[config.mk]
export PLATFORM = sky130hd
export DESIGN_NAME = fetch_front_end
export DESIGN_NICKNAME = d
export VERILOG_FILES = /design/src/fetch_pkg.sv /design/src/fetch_rsp_if.sv /design/src/ahb_fetch_master.sv /design/src/fetch_front_end.sv /design/src/fetch_queue.sv /design/src/fetch_sequencer.sv /design/src/rv32i_predecoder.sv
export SDC_FILE = /design/constraint.sdc
export NUM_CORES = 1
export LEC_CHECK = 0
export CAP_MARGIN = 20
export CORE_MARGIN = 1.5
export CORE_UTILIZATION = 66
export DETAILED_ROUTE_END_ITERATION = 12
export DONT_BUFFER_PORTS = 1
export HOLD_SLACK_MARGIN = 0.05
export PLACE_DENSITY = 0.81
export SLEW_MARGIN = 10
export SYNTH_ARGS = -nofsm -noshare
export SYNTH_HDL_FRONTEND = slang
export SYNTH_SLANG_ARGS = --single-unit
[constraint.sdc]
create_clock -name clk -period 5.6 [get_ports clk]
set_clock_uncertainty 0.05 [all_clocks]
set_input_delay 0 -clock clk [delete_from_list [all_inputs] [get_ports clk]]
set_output_delay 0 -clock clk [all_outputs]
set_load 0.05 [all_outputs]
[src/fetch_pkg.sv]
`default_nettype none

package fetch_pkg;

    typedef logic [31:0] addr_t;       // Byte address, PC and HADDR
    typedef logic [31:0] instr_t;      // Raw instruction word
    typedef logic [31:0] imm_t;        // Sign-extended immediate
    typedef logic [4:0]  reg_idx_t;    // x0..x31
    typedef logic [6:0]  opcode_t;     // Bits 6:0 of the word
    typedef logic [2:0]  op_class_t;   // Predecoded class
    typedef logic [1:0]  htrans_t;     // AHB HTRANS
    typedef logic [2:0]  hsize_t;      // AHB HSIZE

    // Instruction classes
    localparam op_class_t CLASS_ALU     = 3'd0;  // R-type
    localparam op_class_t CLASS_ALU_IMM = 3'd1;  // I-type arithmetic
    localparam op_class_t CLASS_LOAD    = 3'd2;
    localparam op_class_t CLASS_STORE   = 3'd3;
    localparam op_class_t CLASS_BRANCH  = 3'd4;
    localparam op_class_t CLASS_JUMP    = 3'd5;  // JAL and JALR
    localparam op_class_t CLASS_UPPER   = 3'd6;  // LUI and AUIPC
    localparam op_class_t CLASS_OTHER   = 3'd7;  // FENCE, SYSTEM, unknown

    // RV32I base opcode map
    localparam opcode_t OPC_LOAD   = 7'b0000011;
    localparam opcode_t OPC_OP_IMM = 7'b0010011;
    localparam opcode_t OPC_AUIPC  = 7'b0010111;
    localparam opcode_t OPC_STORE  = 7'b0100011;
    localparam opcode_t OPC_OP     = 7'b0110011;
    localparam opcode_t OPC_LUI    = 7'b0110111;
    localparam opcode_t OPC_BRANCH = 7'b1100011;
    localparam opcode_t OPC_JALR   = 7'b1100111;
    localparam opcode_t OPC_JAL    = 7'b1101111;

    // AHB-Lite encodings
    localparam htrans_t HTRANS_IDLE   = 2'b00;
    localparam htrans_t HTRANS_NONSEQ = 2'b10;
    localparam hsize_t  HSIZE_WORD    = 3'b010;  // 32-bit beat

endpackage

`default_nettype wire

[src/fetch_rsp_if.sv]
`timescale 1ns/1ps
`default_nettype none

interface fetch_rsp_if;
    import fetch_pkg::*;

    logic   rsp_valid;   // Beat kept, one-cycle strobe
    addr_t  rsp_pc;      // Address of the returned word
    instr_t rsp_instr;   // Zero on bus error
    logic   rsp_fault;   // HRESP error seen
    logic   beat_done;   // Any data phase finished, kept or discarded

    modport master (
        output rsp_valid, rsp_pc, rsp_instr, rsp_fault, beat_done
    );

    modport queue (
        input rsp_valid, rsp_pc, rsp_instr, rsp_fault
    );

    modport seq (
        input beat_done
    );

endinterface

`default_nettype wire

[src/ahb_fetch_master.sv]
`timescale 1ns/1ps
`default_nettype none

module ahb_fetch_master (
    input  logic               clk,
    input  logic               reset_n,
    input  logic               i_req,
    input  fetch_pkg::addr_t   i_req_addr,
    input  logic               i_flush,
    output logic               o_addr_free,
    fetch_rsp_if.master        rsp,
    output fetch_pkg::addr_t   o_haddr,
    output fetch_pkg::htrans_t o_htrans,
    input  fetch_pkg::instr_t  i_hrdata,
    input  logic               i_hready,
    input  logic               i_hresp
);
    import fetch_pkg::*;

    logic  ap_valid;     // Address phase on the bus
    logic  ap_discard;   // Flushed while in address phase
    addr_t ap_addr;
    logic  dp_valid;     // Data phase pending
    logic  dp_discard;
    addr_t dp_addr;

    // Free when idle or when the current address phase is accepted now
    assign o_addr_free = !ap_valid || i_hready;

    assign o_haddr  = ap_addr;
    assign o_htrans = ap_valid ? HTRANS_NONSEQ : HTRANS_IDLE;

    assign rsp.beat_done = dp_valid && i_hready;                          // Kept or not
    assign rsp.rsp_valid = rsp.beat_done && !dp_discard && !i_flush;
    assign rsp.rsp_pc    = dp_addr;
    assign rsp.rsp_instr = i_hresp ? '0 : i_hrdata;                       // No data on error
    assign rsp.rsp_fault = i_hresp;

    always_ff @(posedge clk or negedge reset_n) begin
        if (!reset_n) begin
            ap_valid   <= 1'b0;
            ap_discard <= 1'b0;
            ap_addr    <= '0;
            dp_valid   <= 1'b0;
            dp_discard <= 1'b0;
        end else begin
            // Data phase: refilled from address phase on HREADY
            if (i_hready) begin
                dp_valid   <= ap_valid;
                dp_discard <= ap_discard || i_flush;
            end else begin
                dp_discard <= dp_discard || i_flush;   // Wait state, keep the beat
            end

            // Address phase
            if (i_req) begin
                ap_valid   <= 1'b1;
                ap_discard <= 1'b0;                  // Never requested during flush
                ap_addr    <= i_req_addr;
            end else if (i_hready) begin
                ap_valid   <= 1'b0;                  // Accepted, go IDLE
                ap_discard <= 1'b0;
            end else begin
                ap_discard <= ap_discard || i_flush; // Held by wait state
            end
        end
    end

    always_ff @(posedge clk) begin
        if (i_hready) begin
            dp_addr <= ap_addr;                      // Follows the beat
        end
    end

endmodule

`default_nettype wire

[src/fetch_front_end.sv]
`timescale 1ns/1ps
`default_nettype none

module fetch_front_end #(
    parameter fetch_pkg::addr_t RESET_PC    = 32'h0000_0000,
    parameter int               QUEUE_DEPTH = 4
) (
    input  logic                 clk,
    input  logic                 reset_n,
    input  logic                 i_redirect,
    input  fetch_pkg::addr_t     i_redirect_pc,
    input  logic                 i_hold,
    output fetch_pkg::addr_t     o_haddr,
    output fetch_pkg::htrans_t   o_htrans,
    output fetch_pkg::hsize_t    o_hsize,
    output logic                 o_hwrite,
    input  fetch_pkg::instr_t    i_hrdata,
    input  logic                 i_hready,
    input  logic                 i_hresp,
    output logic                 o_dec_valid,
    output fetch_pkg::addr_t     o_dec_pc,
    output fetch_pkg::op_class_t o_dec_class,
    output fetch_pkg::reg_idx_t  o_dec_rd,
    output fetch_pkg::reg_idx_t  o_dec_rs1,
    output fetch_pkg::reg_idx_t  o_dec_rs2,
    output fetch_pkg::imm_t      o_dec_imm,
    output logic                 o_dec_fault
);
    import fetch_pkg::*;

    localparam int CNT_W = $clog2(QUEUE_DEPTH + 1);

    logic             req;
    addr_t            req_addr;
    logic             addr_free;
    logic             flush;
    logic [CNT_W-1:0] queue_count;
    addr_t            head_pc;
    instr_t           head_instr;
    logic             head_fault;
    logic             pop;
    logic             dec_hold;

    fetch_rsp_if u_rsp_if ();

    assign o_hsize  = HSIZE_WORD;   // Word fetches only
    assign o_hwrite = 1'b0;         // Read-only master
    assign dec_hold = i_hold || flush;   // No pop of stale head on redirect

    fetch_sequencer #(
        .RESET_PC    (RESET_PC),
        .QUEUE_DEPTH (QUEUE_DEPTH)
    ) u_sequencer (
        .clk           (clk),
        .reset_n       (reset_n),
        .i_redirect    (i_redirect),
        .i_redirect_pc (i_redirect_pc),
        .i_addr_free   (addr_free),
        .i_queue_count (queue_count),
        .rsp           (u_rsp_if),
        .o_req         (req),
        .o_req_addr    (req_addr),
        .o_flush       (flush)
    );

    ahb_fetch_master u_master (
        .clk         (clk),
        .reset_n     (reset_n),
        .i_req       (req),
        .i_req_addr  (req_addr),
        .i_flush     (flush),
        .o_addr_free (addr_free),
        .rsp         (u_rsp_if),
        .o_haddr     (o_haddr),
        .o_htrans    (o_htrans),
        .i_hrdata    (i_hrdata),
        .i_hready    (i_hready),
        .i_hresp     (i_hresp)
    );

    fetch_queue #(
        .QUEUE_DEPTH (QUEUE_DEPTH)
    ) u_queue (
        .clk          (clk),
        .reset_n      (reset_n),
        .rsp          (u_rsp_if),
        .i_flush      (flush),
        .i_pop        (pop),
        .o_count      (queue_count),
        .o_head_pc    (head_pc),
        .o_head_instr (head_instr),
        .o_head_fault (head_fault)
    );

    rv32i_predecoder #(
        .QUEUE_DEPTH (QUEUE_DEPTH)
    ) u_predecoder (
        .clk          (clk),
        .reset_n      (reset_n),
        .i_hold       (dec_hold),
        .i_count      (queue_count),
        .i_head_pc    (head_pc),
        .i_head_instr (head_instr),
        .i_head_fault (head_fault),
        .o_pop        (pop),
        .o_dec_valid  (o_dec_valid),
        .o_dec_pc     (o_dec_pc),
        .o_dec_class  (o_dec_class),
        .o_dec_rd     (o_dec_rd),
        .o_dec_rs1    (o_dec_rs1),
        .o_dec_rs2    (o_dec_rs2),
        .o_dec_imm    (o_dec_imm),
        .o_dec_fault  (o_dec_fault)
    );

endmodule

`default_nettype wire

[src/fetch_queue.sv]
`timescale 1ns/1ps
`default_nettype none

module fetch_queue #(
    parameter int QUEUE_DEPTH = 4
) (
    input  logic                             clk,
    input  logic                             reset_n,
    fetch_rsp_if.queue                       rsp,
    input  logic                             i_flush,
    input  logic                             i_pop,
    output logic [$clog2(QUEUE_DEPTH+1)-1:0] o_count,
    output fetch_pkg::addr_t                 o_head_pc,
    output fetch_pkg::instr_t                o_head_instr,
    output logic                             o_head_fault
);
    import fetch_pkg::*;

    localparam int PTR_W = $clog2(QUEUE_DEPTH);   // Wraps naturally, power of two
    localparam int CNT_W = $clog2(QUEUE_DEPTH + 1);

    addr_t            pc_mem    [QUEUE_DEPTH];
    instr_t           instr_mem [QUEUE_DEPTH];
    logic             fault_mem [QUEUE_DEPTH];
    logic [PTR_W-1:0] wr_ptr;
    logic [PTR_W-1:0] rd_ptr;
    logic [CNT_W-1:0] count;

    assign o_count      = count;
    assign o_head_pc    = pc_mem[rd_ptr];
    assign o_head_instr = instr_mem[rd_ptr];
    assign o_head_fault = fault_mem[rd_ptr];

    always_ff @(posedge clk) begin
        if (rsp.rsp_valid) begin
            pc_mem[wr_ptr]    <= rsp.rsp_pc;
            instr_mem[wr_ptr] <= rsp.rsp_instr;
            fault_mem[wr_ptr] <= rsp.rsp_fault;
        end
    end

    always_ff @(posedge clk or negedge reset_n) begin
        if (!reset_n) begin
            wr_ptr <= '0;
            rd_ptr <= '0;
            count  <= '0;
        end else if (i_flush) begin
            wr_ptr <= '0;                            // Drops a same-cycle push too
            rd_ptr <= '0;
            count  <= '0;
        end else begin
            if (rsp.rsp_valid) begin
                wr_ptr <= wr_ptr + 1'b1;
            end
            if (i_pop) begin
                rd_ptr <= rd_ptr + 1'b1;
            end
            case ({rsp.rsp_valid, i_pop})
                2'b10:   count <= count + 1'b1;
                2'b01:   count <= count - 1'b1;
                default: count <= count;
            endcase
        end
    end

endmodule

`default_nettype wire

[src/fetch_sequencer.sv]
`timescale 1ns/1ps
`default_nettype none

module fetch_sequencer #(
    parameter fetch_pkg::addr_t RESET_PC    = 32'h0000_0000,
    parameter int               QUEUE_DEPTH = 4
) (
    input  logic                             clk,
    input  logic                             reset_n,
    input  logic                             i_redirect,
    input  fetch_pkg::addr_t                 i_redirect_pc,
    input  logic                             i_addr_free,
    input  logic [$clog2(QUEUE_DEPTH+1)-1:0] i_queue_count,
    fetch_rsp_if.seq                         rsp,
    output logic                             o_req,
    output fetch_pkg::addr_t                 o_req_addr,
    output logic                             o_flush
);
    import fetch_pkg::*;

    localparam int CNT_W = $clog2(QUEUE_DEPTH + 1);

    addr_t            pc;          // Next word to fetch
    logic [CNT_W-1:0] in_flight;   // Beats issued, data phase not yet done
    logic [CNT_W:0]   used;        // Queue slots already claimed

    assign used       = {1'b0, i_queue_count} + {1'b0, in_flight};
    assign o_req      = i_addr_free && !i_redirect && (used < (CNT_W+1)'(QUEUE_DEPTH));
    assign o_req_addr = pc;
    assign o_flush    = i_redirect;   // Queue empties on the same edge as the PC reload

    always_ff @(posedge clk or negedge reset_n) begin
        if (!reset_n) begin
            pc <= RESET_PC;
        end else if (i_redirect) begin
            pc <= i_redirect_pc;         // New target
        end else if (o_req) begin
            pc <= pc + 32'd4;            // Sequential fetch
        end
    end

    // Discarded beats still hold a slot until their data phase ends
    always_ff @(posedge clk or negedge reset_n) begin
        if (!reset_n) begin
            in_flight <= '0;
        end else begin
            case ({o_req, rsp.beat_done})
                2'b10:   in_flight <= in_flight + 1'b1;
                2'b01:   in_flight <= in_flight - 1'b1;
                default: in_flight <= in_flight;   // Both or neither
            endcase
        end
    end

endmodule

`default_nettype wire

[src/rv32i_predecoder.sv]
`timescale 1ns/1ps
`default_nettype none

module rv32i_predecoder #(
    parameter int QUEUE_DEPTH = 4
) (
    input  logic                             clk,
    input  logic                             reset_n,
    input  logic                             i_hold,
    input  logic [$clog2(QUEUE_DEPTH+1)-1:0] i_count,
    input  fetch_pkg::addr_t                 i_head_pc,
    input  fetch_pkg::instr_t                i_head_instr,
    input  logic                             i_head_fault,
    output logic                             o_pop,
    output logic                             o_dec_valid,
    output fetch_pkg::addr_t                 o_dec_pc,
    output fetch_pkg::op_class_t             o_dec_class,
    output fetch_pkg::reg_idx_t              o_dec_rd,
    output fetch_pkg::reg_idx_t              o_dec_rs1,
    output fetch_pkg::reg_idx_t              o_dec_rs2,
    output fetch_pkg::imm_t                  o_dec_imm,
    output logic                             o_dec_fault
);
    import fetch_pkg::*;

    opcode_t   opcode;
    op_class_t cls;
    imm_t      imm;

    assign opcode = i_head_instr[6:0];
    assign o_pop  = (i_count != '0) && !i_hold;   // Take head when present

    always_comb begin
        case (opcode)
            OPC_OP:              cls = CLASS_ALU;
            OPC_OP_IMM:          cls = CLASS_ALU_IMM;
            OPC_LOAD:            cls = CLASS_LOAD;
            OPC_STORE:           cls = CLASS_STORE;
            OPC_BRANCH:          cls = CLASS_BRANCH;
            OPC_JAL, OPC_JALR:   cls = CLASS_JUMP;
            OPC_LUI, OPC_AUIPC:  cls = CLASS_UPPER;
            default:             cls = CLASS_OTHER;   // Faulted words land here
        endcase
    end

    // Immediate by format
    always_comb begin
        case (cls)
            CLASS_ALU_IMM, CLASS_LOAD:
                imm = {{20{i_head_instr[31]}}, i_head_instr[31:20]};             // I
            CLASS_STORE:
                imm = {{20{i_head_instr[31]}}, i_head_instr[31:25], i_head_instr[11:7]};
            CLASS_BRANCH:
                imm = {{19{i_head_instr[31]}}, i_head_instr[31], i_head_instr[7],
                       i_head_instr[30:25], i_head_instr[11:8], 1'b0};         // B
            CLASS_UPPER:
                imm = {i_head_instr[31:12], 12'h000};                          // U
            CLASS_JUMP:
                if (opcode == OPC_JALR) begin
                    imm = {{20{i_head_instr[31]}}, i_head_instr[31:20]};         // JALR is I
                end else begin
                    imm = {{11{i_head_instr[31]}}, i_head_instr[31], i_head_instr[19:12],
                           i_head_instr[20], i_head_instr[30:21], 1'b0};       // J
                end
            default:
                imm = '0;                                                      // ALU, OTHER
        endcase
    end

    always_ff @(posedge clk or negedge reset_n) begin
        if (!reset_n) begin
            o_dec_valid <= 1'b0;
        end else begin
            o_dec_valid <= o_pop;   // One cycle after pop
        end
    end

    always_ff @(posedge clk) begin
        if (o_pop) begin
            o_dec_pc    <= i_head_pc;
            o_dec_class <= cls;
            o_dec_rd    <= i_head_instr[11:7];
            o_dec_rs1   <= i_head_instr[19:15];
            o_dec_rs2   <= i_head_instr[24:20];
            o_dec_imm   <= imm;
            o_dec_fault <= i_head_fault;
        end
    end

endmodule

`default_nettype wire

* Yosys cells after proc, flatten, opt, wreduce, memory -nomap -nowiden
Memory sizes are Yosys's and may differ from the RTL's. A register that Yosys moved wholly into a read port is not among the register bits.
Index checks and enable logic that the tools add are counted.
** Storage, ports and cells
- Register bits after elaboration :: 161
- RAM bits :: 260
- Bits of input ports :: 70
- Output and inout bits :: 122
- Word-level logic and storage cells :: 93
- Memories :: 3
** Memories
- u_queue.instr_mem :: depth 4, bits a word 32, read ports 1, clocked after Yosys merged registers in 0, write ports 1, line fetch_queue.sv:23 : instr_t instr_mem [QUEUE_DEPTH];
- u_queue.pc_mem :: depth 4, bits a word 32, read ports 1, clocked after Yosys merged registers in 1, write ports 1, line fetch_queue.sv:22 : addr_t pc_mem [QUEUE_DEPTH];
- u_queue.fault_mem :: depth 4, bits a word 1, read ports 1, clocked after Yosys merged registers in 1, write ports 1, line fetch_queue.sv:24 : logic fault_mem [QUEUE_DEPTH];
** Cells by class
- Add/sub/neg operators :: 8
- $lt $le $gt $ge :: 1
- Eq/ne operators :: 19
- Mux-type cells :: 21
- Reduce and logical (&&, ||, !) cells :: 24
** Operators with widths (number)
- case mux 32 bit (5 select lines) :: 1
- two-way mux 32 bit :: 3
- adder 32 x 3 -> 32 bit (second input constant) :: 1
- == test 7 x 6 -> 1 bit (second input constant) :: 3
- == test 7 bit (second input constant) :: 3
- case mux 3 bit (7 select lines) :: 1
- two-way mux 20 bit :: 1
- == test 7 x 5 -> 1 bit (second input constant) :: 2
- case mux 3 bit (2 select lines) :: 2
- two-way mux 2 bit :: 5
- nonzero test 2 bit :: 5
- == test 3 bit (second input constant) :: 3
- == test 7 x 2 -> 1 bit (second input constant) :: 1
- two-way mux 1 bit :: 7
- adder 3 x 1 -> 3 bit (second input constant) :: 2
- == test 3 x 2 -> 1 bit (second input constant) :: 2
- logical AND 1 bit :: 6
- nonzero test 3 bit :: 2
- OR reduction 2 bit :: 3
- subtractor 3 x 1 -> 3 bit (second input constant) :: 2
- adder 2 x 1 -> 2 bit (second input constant) :: 2
- adder 3 x 3 -> 4 bit :: 1
- == test 2 x 1 -> 1 bit (second input constant) :: 2
- == test 2 bit (second input constant) :: 2
- other kinds (5) :: 11

* Longest topological paths before layout
Gate-level depths: netlist (run 1).
An unclocked memory read counts as a cell.
- Depth in word-level cells :: 7
- Mapped depth :: 12
- Depth with buffers taken out :: 10

* By module
From an unflattened synthesis (run 1), not the netlist that was laid out.
** Unflattened totals
- Cells, all modules :: 940
- Area total of the unflattened synthesis :: 17814.6 um2
** By module, submodules not included
- fetch_queue :: times used 1, cells each 379, area each 9830.7 um2, sequential area each 7982.7 um2
- rv32i_predecoder :: times used 1, cells each 177, area each 3163.0 um2, sequential area each 2517.4 um2
- ahb_fetch_master :: times used 1, cells each 152, area each 2711.4 um2, sequential area each 1861.8 um2
- fetch_sequencer :: times used 1, cells each 225, area each 2065.7 um2, sequential area each 875.8 um2
- fetch_front_end :: times used 1, cells each 7, area each 43.8 um2, sequential area each 0.0 um2

* Worst setup path before layout (run 1)
Ideal clock, no wire load.
- Kind :: register to register
- From :: reg u_queue.count[1] (netlist: u_queue.o_count[1])
- To :: reg u_queue.rd_ptr[1]
- Library setup time :: 0.132 ns
- Arrival :: 3.022 ns
- Data required time :: 5.418 ns
- Path slack :: 2.396 ns
- Stages on the path, launching flop included :: 8
- Path buffers :: 1
- Clock period less this slack :: 3.204 ns
- Cell sequence :: dfrtp_1 > nor3_1 > or3_1 > clkbuf_1 > inv_1 > nand2_1 > xor2_1 > nor2_1
** On the way
- Word-level cells in the longest chain between the ends :: 3
** Ends and longest elaborated chain
- from (decl) :: line fetch_queue.sv:27 : logic [CNT_W-1:0] count;
- from (signal assigned) :: line fetch_queue.sv:59 : 2'b10: count <= count + 1'b1;
- from (signal assigned) :: line fetch_queue.sv:60 : 2'b01: count <= count - 1'b1;
- from (signal assigned) :: line fetch_queue.sv:61 : default: count <= count;
- nonzero test 3 bit :: line rv32i_predecoder.sv:31 : assign o_pop = (i_count != '0) && !i_hold;
- logical AND 1 bit :: line rv32i_predecoder.sv:31
- named net pop :: line fetch_front_end.sv:41 : logic pop;
- nonzero test 2 bit (no line)
- to (signal assigned) :: line fetch_queue.sv:56 : rd_ptr <= rd_ptr + 1'b1;
- to (decl) :: line fetch_queue.sv:26 : logic [PTR_W-1:0] rd_ptr;
The timed path passes the listed nets, and every way through them passes these cells.
A chain may end at the register's enable or synchronous reset.

* Worst setup path after layout (run 1)
- From :: reg u_queue.rd_ptr[0]
- To :: reg u_predecoder.o_dec_imm[19] (data pin)
** On the way
- Word-level cells in the longest chain between the ends :: 7
- Elaborated cells on any way between the ends :: 22
- Those cells by class :: eq/ne (15); mux (3); reduce/logical (3); memory (1)
** Ends and longest elaborated chain
- memory read (4 x 32 bit) *
- == test 7 x 6 -> 1 bit (tied with other cells) :: line rv32i_predecoder.sv:34 : case (opcode)
- OR reduction 2 bit :: line rv32i_predecoder.sv:34
- case mux 3 bit (7 select lines) :: line rv32i_predecoder.sv:34
- == test 3 x 1 -> 1 bit / == test 3 x 2 -> 1 bit (equally long branches) :: line rv32i_predecoder.sv:48 : case (cls)
- OR reduction 2 bit :: line rv32i_predecoder.sv:48
- case mux 32 bit (5 select lines) * :: line rv32i_predecoder.sv:48
- named net u_predecoder.imm[19] :: line rv32i_predecoder.sv:28 : imm_t imm;
- to (signal assigned) :: line rv32i_predecoder.sv:85 : o_dec_imm <= imm;
- to (decl) :: line rv32i_predecoder.sv:21 : output fetch_pkg::imm_t o_dec_imm,
Mark *: on every way through the listed nets, which the timed path passes. The rest lies on a longest branch.

==> impl_metrics.yaml, run 1 <==
routing:
  dr.pass1.iters: 5
  routed.top_layer: "met4"
  wl_met3_um: 2660
  wl_met1_um: 13600
  avgRoutedWirePerCell_um: 23.8
  final_antenna_net_count: 0
  remaining_drc_errors: 0
  vias: 9291
  routed_wl_um: 34900
  viasPerCell: 6.33
  first_iter_violations: 1008
  dr_wl_met2_um: 17900
logic_synthesis:
  yosysSeqAreaShare_pct: 75.3
  syn_area_um2: 17600
  synth_edf_count: 375
  synth-seq-cells: 454
  synthFlopType: "edfxtp_1"
  synth_top_cell_by_area: "edfxtp_1"
  synth_common_cells: "375 x edfxtp_1, 133 x nand2_1, 79 x dfrtp_1, 64 x mux4_2, 42 x nor2b_1"
  synth.most_common_cell: "edfxtp_1"
  synthCells: 1020
  synth_area_per_cell_um2: 17.2
  synth_warnings: 0
  synth_top_cell_area_share_pct: 64.1
  synthArstFlopShare_pct: 17.4
  synth.distinct_cells: 65
  synth_area_leaders: "edfxtp_1 64%, dfrtp_1 11%, mux4_2 8.2%"
timing:
  slew_viol_final: 0
  finalHoldViolations: 0
  rsz0062_at_grt: "false"
  max_freq_ghz: 0.284
  tightest_slew_ns: 1.12
  finalSetupViolations: 0
  worst_slack_ns: 2.08
  finalCritPeriodShare_pct: 62.9
  slew_headroom_pct: 23.6
  hold_slack_ns: 0.0593
  fin_tns_setup_ns: 0
  fin_crit_ns: 3.52
power:
  p_per_area_nw_per_um2: 414
  ir_drop_uv: 334
  power_mw: 8.31
  p_switching_mw: 2.31
  p_clk_share_pct: 34.1
  p_sw_share_pct: 27.8
  p_seq_share_pct: 57.6
  p_leak_nw: 6.99
  p_comb_share_pct: 8.3
  power.internal_mw: 6.00
cts:
  clkSlewWorstSetupHoldPaths_ns: 0.07
  htree_levels: 2
  cts_buffers: 43
  cts_resized: 0
  cts.sinks: 454
  clk_latency_ns: 0.53
  clock-root-buffer: "clkbuf_16"
  clockBufferDepth: 3
  cts_tree: "yes"
die:
  fp.dieH_um: 166
  core_um2: 26100
  ios: 192
  rows: 59
  dieWidth_um: 166
  dieArea_um2: 27600
  start_util_pct: 67.4
global_routing:
  gr-usage-all-layers_pct: 25.6
  grt_pass1_wl_um: 54200
  grt_max_degree: 89
  antenna_found_initial: 0
  grt_pass1_vias: 9447
  grt.overflow.total: 0
place:
  dp_cells: 1311
  gp_congestion: 0.824
  port_buffers: 0
  dp_slack_ns: 1.97
  place_hpwl_um: 19300
worst_setup_path:
  path_delay_family: "compound AO/OA/AOI/OAI gates"
  cp_slowest_cell: "dfrtp_4"
  cp_cell_sequence: "mux4_2 > nand3b_4 > a2111oi_0 > nor2_1 > o21ai_1"
  cp-start-kind: "register"
  criticalPathCategory: "reg -> reg"
  crit_buf_inv: 0
  critPathRequiredTime_ns: 5.92
  crit_path_end_kind: "register"
  crit_arrival_ns: 3.84
  worst_path_largest_cell_delay_ns: 0.94
  cp_max_fo: 39
finish:
  fin_cells: 1467
  finalNetCount: 1180
  areaGrowthSynthToFinish_pct: 14.1
  diodes: 0
  drive_gt1_share_pct: 14.7
min_path:
  hp-class: "in -> async"
run_status:
  run_status: "complete, no violations"
flow_run:
  drv_cap: 0
## registers in the layout, indices dropped and copies added (netlist names), 4 cells and up
register and flops:
u_master.o_haddr 32, u_predecoder.o_dec_pc 32, u_sequencer.o_req_addr 32, u_master.rsp.rsp_pc 32
u_predecoder.o_dec_rd 5, u_predecoder.o_dec_imm 32, u_predecoder.o_dec_rs2 5, u_queue.instr_mem 128
u_queue.pc_mem 128, u_queue.fault_mem 4, u_predecoder.o_dec_rs1 5
## power by group through the flow
stage	registers (mW)	clock network, mW	logic, mW
3_3_place_gp	4.83	0	0.561
4_1_cts	4.78	2.86	0.679
3_5_place_dp	4.85	0	0.587
2_1_floorplan	4.69	0	0.530
6_report	4.79	2.83	0.688
5_1_grt	4.82	3.02	0.764
## cell usage in the layout (no fill, tap or decap), types with 6 or more instances in the layout
cell / count
clkbuf_1: 11
nand2b_1: 7
a21o_1: 10
and3_1: 7
o311ai_0: 16
nand2_1: 133
mux4_2: 64
nand3_1: 17
edfxtp_1: 375
nor2b_1: 42
nor2b_2: 6
clkinv_2: 7
a21oi_1: 8
and2_1: 9
o21ai_0: 35
nor2_1: 28
ha_1: 8
dlygate4sd3_1: 71
dfrtp_1: 77
clkinv_1: 7
o211ai_1: 8
inv_1: 18
mux2i_1: 7
clkbuf_16: 45
o21ai_1: 8
## worst min-delay path, cell delays in order
cell and delay, ns:
dlygate4sd3_1 0.61, buf_16 0.13, buf_16 0.30
## layout make-up
type	instances	area, um2
multi-input cells	499	4040
inverters	19	73.8
clock buffers	58	1190
well taps	335	419
repair buffers	83	898
clock inverters	19	186
fillers	1381	6000
flip-flops and latches	454	13200
## routing by layer
| metal | track usage, % | vias to the layer above |
|---|---|---|
| met5 | 0 | - |
| li1 | - | 4065 |
| met4 | 7.32 | 0 |
| met3 | 5.34 | 63 |
| met2 | 43.3 | 457 |
| met1 | 34.1 | 4706 |
## per-stage QoR
| stage | utilization [%] | area (um2) |
|---|---|---|
| after floorplan | - | 17600 |
| after global placement | 68.3 | 17800 |
| after detailed placement | 68.3 | 17800 |
| after CTS | 76.8 | 20000 |
| final | 77.0 | 20100 |
| after global routing | 77.0 | 20100 |
## kinds of logic (layout without fill, tap and decap cells)
group / Yosys count / in the layout / share of synthesized area, %
and+or+nand+nor: 283 / 283 / 8.00
other: 2 / 5 / 0.0427
xor gates and xnor gates: 8 / 8 / 0.399
DFF: 454 / 454 / 75.3
buffers and inverters: 70 / 179 / 1.87
AOI/OAI and AO/OA: 117 / 117 / 4.63
muxes: 76 / 76 / 8.92
adders and majority gates: 10 / 10 / 0.798
## final timing paths
check,startpoint,endpoint,slack [ns],depth (start not counted)
worst max-delay path,u_queue.rd_ptr[0]$_DFFE_PN0P_,u_predecoder.o_dec_imm[19]$_DFFE_PP_,2.08,5
worst min-delay path,reset_n,u_master.o_haddr[13]$_DFFE_PN0P_,0.06,3
worst max register to register,u_queue.rd_ptr[0]$_DFFE_PN0P_,u_predecoder.o_dec_imm[19]$_DFFE_PP_,2.08,5
worst min register to register,u_sequencer.in_flight[2]$_DFFE_PN0P_,u_sequencer.in_flight[2]$_DFFE_PN0P_,0.43,1
max in group asynchronous,reset_n,u_queue.rd_ptr[0]$_DFFE_PN0P_,5.08,3
min in group clk,i_redirect_pc[21],u_sequencer.o_req_addr[21]$_DFFE_PN0N_,0.10,3
## repair_timing
action | 4_1_cts | 5_1_grt
setup endpoints to repair | 0 | 0
hold buffers | 76 | 0
hold endpoints to repair | 301 | 0
setup buffers | 0 | 0
No activity file was read; power rests on OpenSTA's default activity.
==> inputs of run 2 (changes only) <==
--- a/config.mk
+++ b/config.mk
@@ -7,11 +7,11 @@
 export LEC_CHECK = 0
 export CAP_MARGIN = 20
 export CORE_MARGIN = 1.5
-export CORE_UTILIZATION = 66
+export CORE_UTILIZATION = 57
 export DETAILED_ROUTE_END_ITERATION = 12
 export DONT_BUFFER_PORTS = 1
 export HOLD_SLACK_MARGIN = 0.05
-export PLACE_DENSITY = 0.81
+export PLACE_DENSITY = 0.74
 export SLEW_MARGIN = 10
 export SYNTH_ARGS = -nofsm -noshare
 export SYNTH_HDL_FRONTEND = slang
==> constraint.sdc (replaced) <==
create_clock -name clk -period 2.89 [get_ports clk]
set_clock_uncertainty 0.05 [all_clocks]
set_input_delay 0 -clock clk [delete_from_list [all_inputs] [get_ports clk]]
set_output_delay 0 -clock clk [all_outputs]
set_load 0.05 [all_outputs]
==> impl_metrics.yaml, run 2 (synthesized netlist as in run 1, its figures left out) <==
timing:
  worst_slack_ns: 0.211
  finalSetupViolations: 0
  finalHoldViolations: 0
  tightest_slew_ns: 0.861
  max_freq_ghz: 0.373
  hold_slack_ns: 0.0452
  slew_viol_final: 0
  slew_headroom_pct: 42.6
  finalCritPeriodShare_pct: 92.7
  fin_crit_ns: 2.68
  rsz0062_at_grt: "false"
worst_setup_path:
  path_delay_family: "compound AO/OA/AOI/OAI gates"
  cp-start-kind: "register"
  crit_buf_inv: 2
  cpMostUsedCell: "buf_4"
  crit_arrival_ns: 3.00
  cp_cell_sequence: "buf_4 > mux2_2 > a2111oi_2 > nor2_1 > buf_4 > o21ai_1"
  worst_path_largest_cell_delay_ns: 0.58
  cp_max_fo: 22
  crit_path_end_kind: "register"
  criticalPathCategory: "reg -> reg"
  cp_slowest_cell: "a2111oi_2"
  critPathRequiredTime_ns: 3.21
finish:
  final_cell_area_um2: 20500
  areaGrowthSynthToFinish_pct: 16.7
  drive_gt1_share_pct: 16.9
  fin_cells: 1562
  reg_top3: "u_queue.instr_mem: 128 flops, u_queue.pc_mem: 128 flops"
  mostFrequentLayoutCells: "375 x edfxtp_1, 133 x nand2_1, 77 x dfrtp_1, 71 x dlygate4sd3_1, 64 x mux4_2"
  finalNetCount: 1208
  final_common_cell: "edfxtp_1"
die:
  start_util_pct: 57.7
  dieArea_um2: 31900
  rows: 64
  ios: 192
  dieWidth_um: 179
  fp.dieH_um: 179
  core_um2: 30400
global_routing:
  grt_pass1_wl_um: 54000
  grt_max_degree: 80
  gr-usage-all-layers_pct: 22.5
  grt_pass1_vias: 9532
  antenna_found_initial: 1
  grt.overflow.total: 0
run_status:
  run_status: "complete, no violations"
power:
  power.internal_mw: 11.9
  p_sw_share_pct: 27.7
  p_leak_nw: 7.19
  p_per_area_nw_per_um2: 800
  p_comb_share_pct: 8.7
  p_switching_mw: 4.54
  p_clk_share_pct: 35.2
  ir_drop_uv: 684
  power_mw: 16.4
  p_seq_share_pct: 56.2
place:
  dp_slack_ns: -0.107
  post_dp_cell_area_um2: 18200
  port_buffers: 0
  place_hpwl_um: 21100
  gp_congestion: 0.880
  dp_cells: 1400
cts:
  cts.sinks: 454
  clock-root-buffer: "clkbuf_16"
  cts_tree: "yes"
  clkSlewWorstSetupHoldPaths_ns: 0.06
  htree_levels: 2
  clockBufferDepth: 3
  cts_buffers: 45
  clk_latency_ns: 0.54
min_path:
  hp-class: "in -> async"
routing:
  routed_wl_um: 34600
  first_iter_violations: 773
  vias: 9244
  avgRoutedWirePerCell_um: 22.1
  viasPerCell: 5.92
  final_antenna_net_count: 0
  remaining_drc_errors: 0
  dr.pass1.iters: 4
flow_run:
  drv_cap: 0
[run 2: changes by cell type in the layout (fill, tap and decap cells not counted), sizes merged]
| cell | delta |
|---|---|
| clkinv | -1 |
| diode | +1 |
| buf | +27 |
| clkbuf | +7 |
[run 2: final cells by class]
type	count	area, um2
Sequential cell	454	13200
Fill cell	1998	9920
Multi-Input combinational cell	499	4060
Clock buffer	66	1300
Timing Repair Buffer	109	1150
Tap cell	396	495
Clock inverter	18	184
Inverter	19	75.1
Antenna cell	1	2.50
[run 2: path summary, 6_finish.rpt]
path                                                       start                                    end  slack [ns]  depth (start not counted)
worst min-delay path                                     reset_n       u_master.o_haddr[16]$_DFFE_PN0P_        0.05                          3
worst max-delay path               u_queue.rd_ptr[0]$_DFFE_PN0P_   u_predecoder.o_dec_imm[14]$_DFFE_PP_        0.21                          6
worst min register to register  u_master.rsp.rsp_pc[1]$_DFFE_PP_         u_queue.pc_mem[2][1]$_DFFE_PP_        0.43                          0
worst max register to register     u_queue.rd_ptr[0]$_DFFE_PN0P_   u_predecoder.o_dec_imm[14]$_DFFE_PP_        0.21                          6
min in group clk                                i_redirect_pc[4]  u_sequencer.o_req_addr[4]$_DFFE_PN0N_        0.08                          3
max in group asynchronous                                reset_n          u_queue.rd_ptr[1]$_DFFE_PN0P_        2.35                          3
[run 2: power by group through the flow]
stage          clock network, mW  logic [mW]  registers (mW)
2_1_floorplan                  0        1.03            9.08
3_3_place_gp                   0        1.21            9.32
3_5_place_dp                   0        1.25            9.35
4_1_cts                     5.87        1.42            9.22
5_1_grt                     6.14        1.61            9.29
6_report                    5.77        1.42            9.22
[run 2: stage by stage]
stage | util (%) | setup TNS [ns]
global route | 67.4 | 0
finish | 67.4 | 0
CTS | 67.3 | 0
detailed placement | 59.7 | -0.742
global placement | 59.7 | -0.920
floorplan | - | 0
[run 2: worst reg2reg max path, cell delays in order, from the launching register on]
cell	delay (ns)
dfrtp_4	0.52
buf_4	0.43
mux2_2	0.49
a2111oi_2	0.59
nor2_1	0.11
buf_4	0.20
o21ai_1	0.14
[run 2: routing by layer]
metal | share of wire (%) | global-route usage, % | vias to the layer above
met5 | 0 | 0 | -
li1 | - | - | 4139
met3 | 6.4 | 4.43 | 67
met2 | 50 | 37.6 | 350
met1 | 41 | 30.3 | 4688
met4 | 2.1 | 6.32 | 0
[run 2: repair_timing]
action,4_1_cts,5_1_grt
buffers inserted,0,0
resized for setup,1,3
pin swaps,0,0
endpoints found under the setup margin,8,9
hold buffers,76,0
hold endpoints to repair,391,0
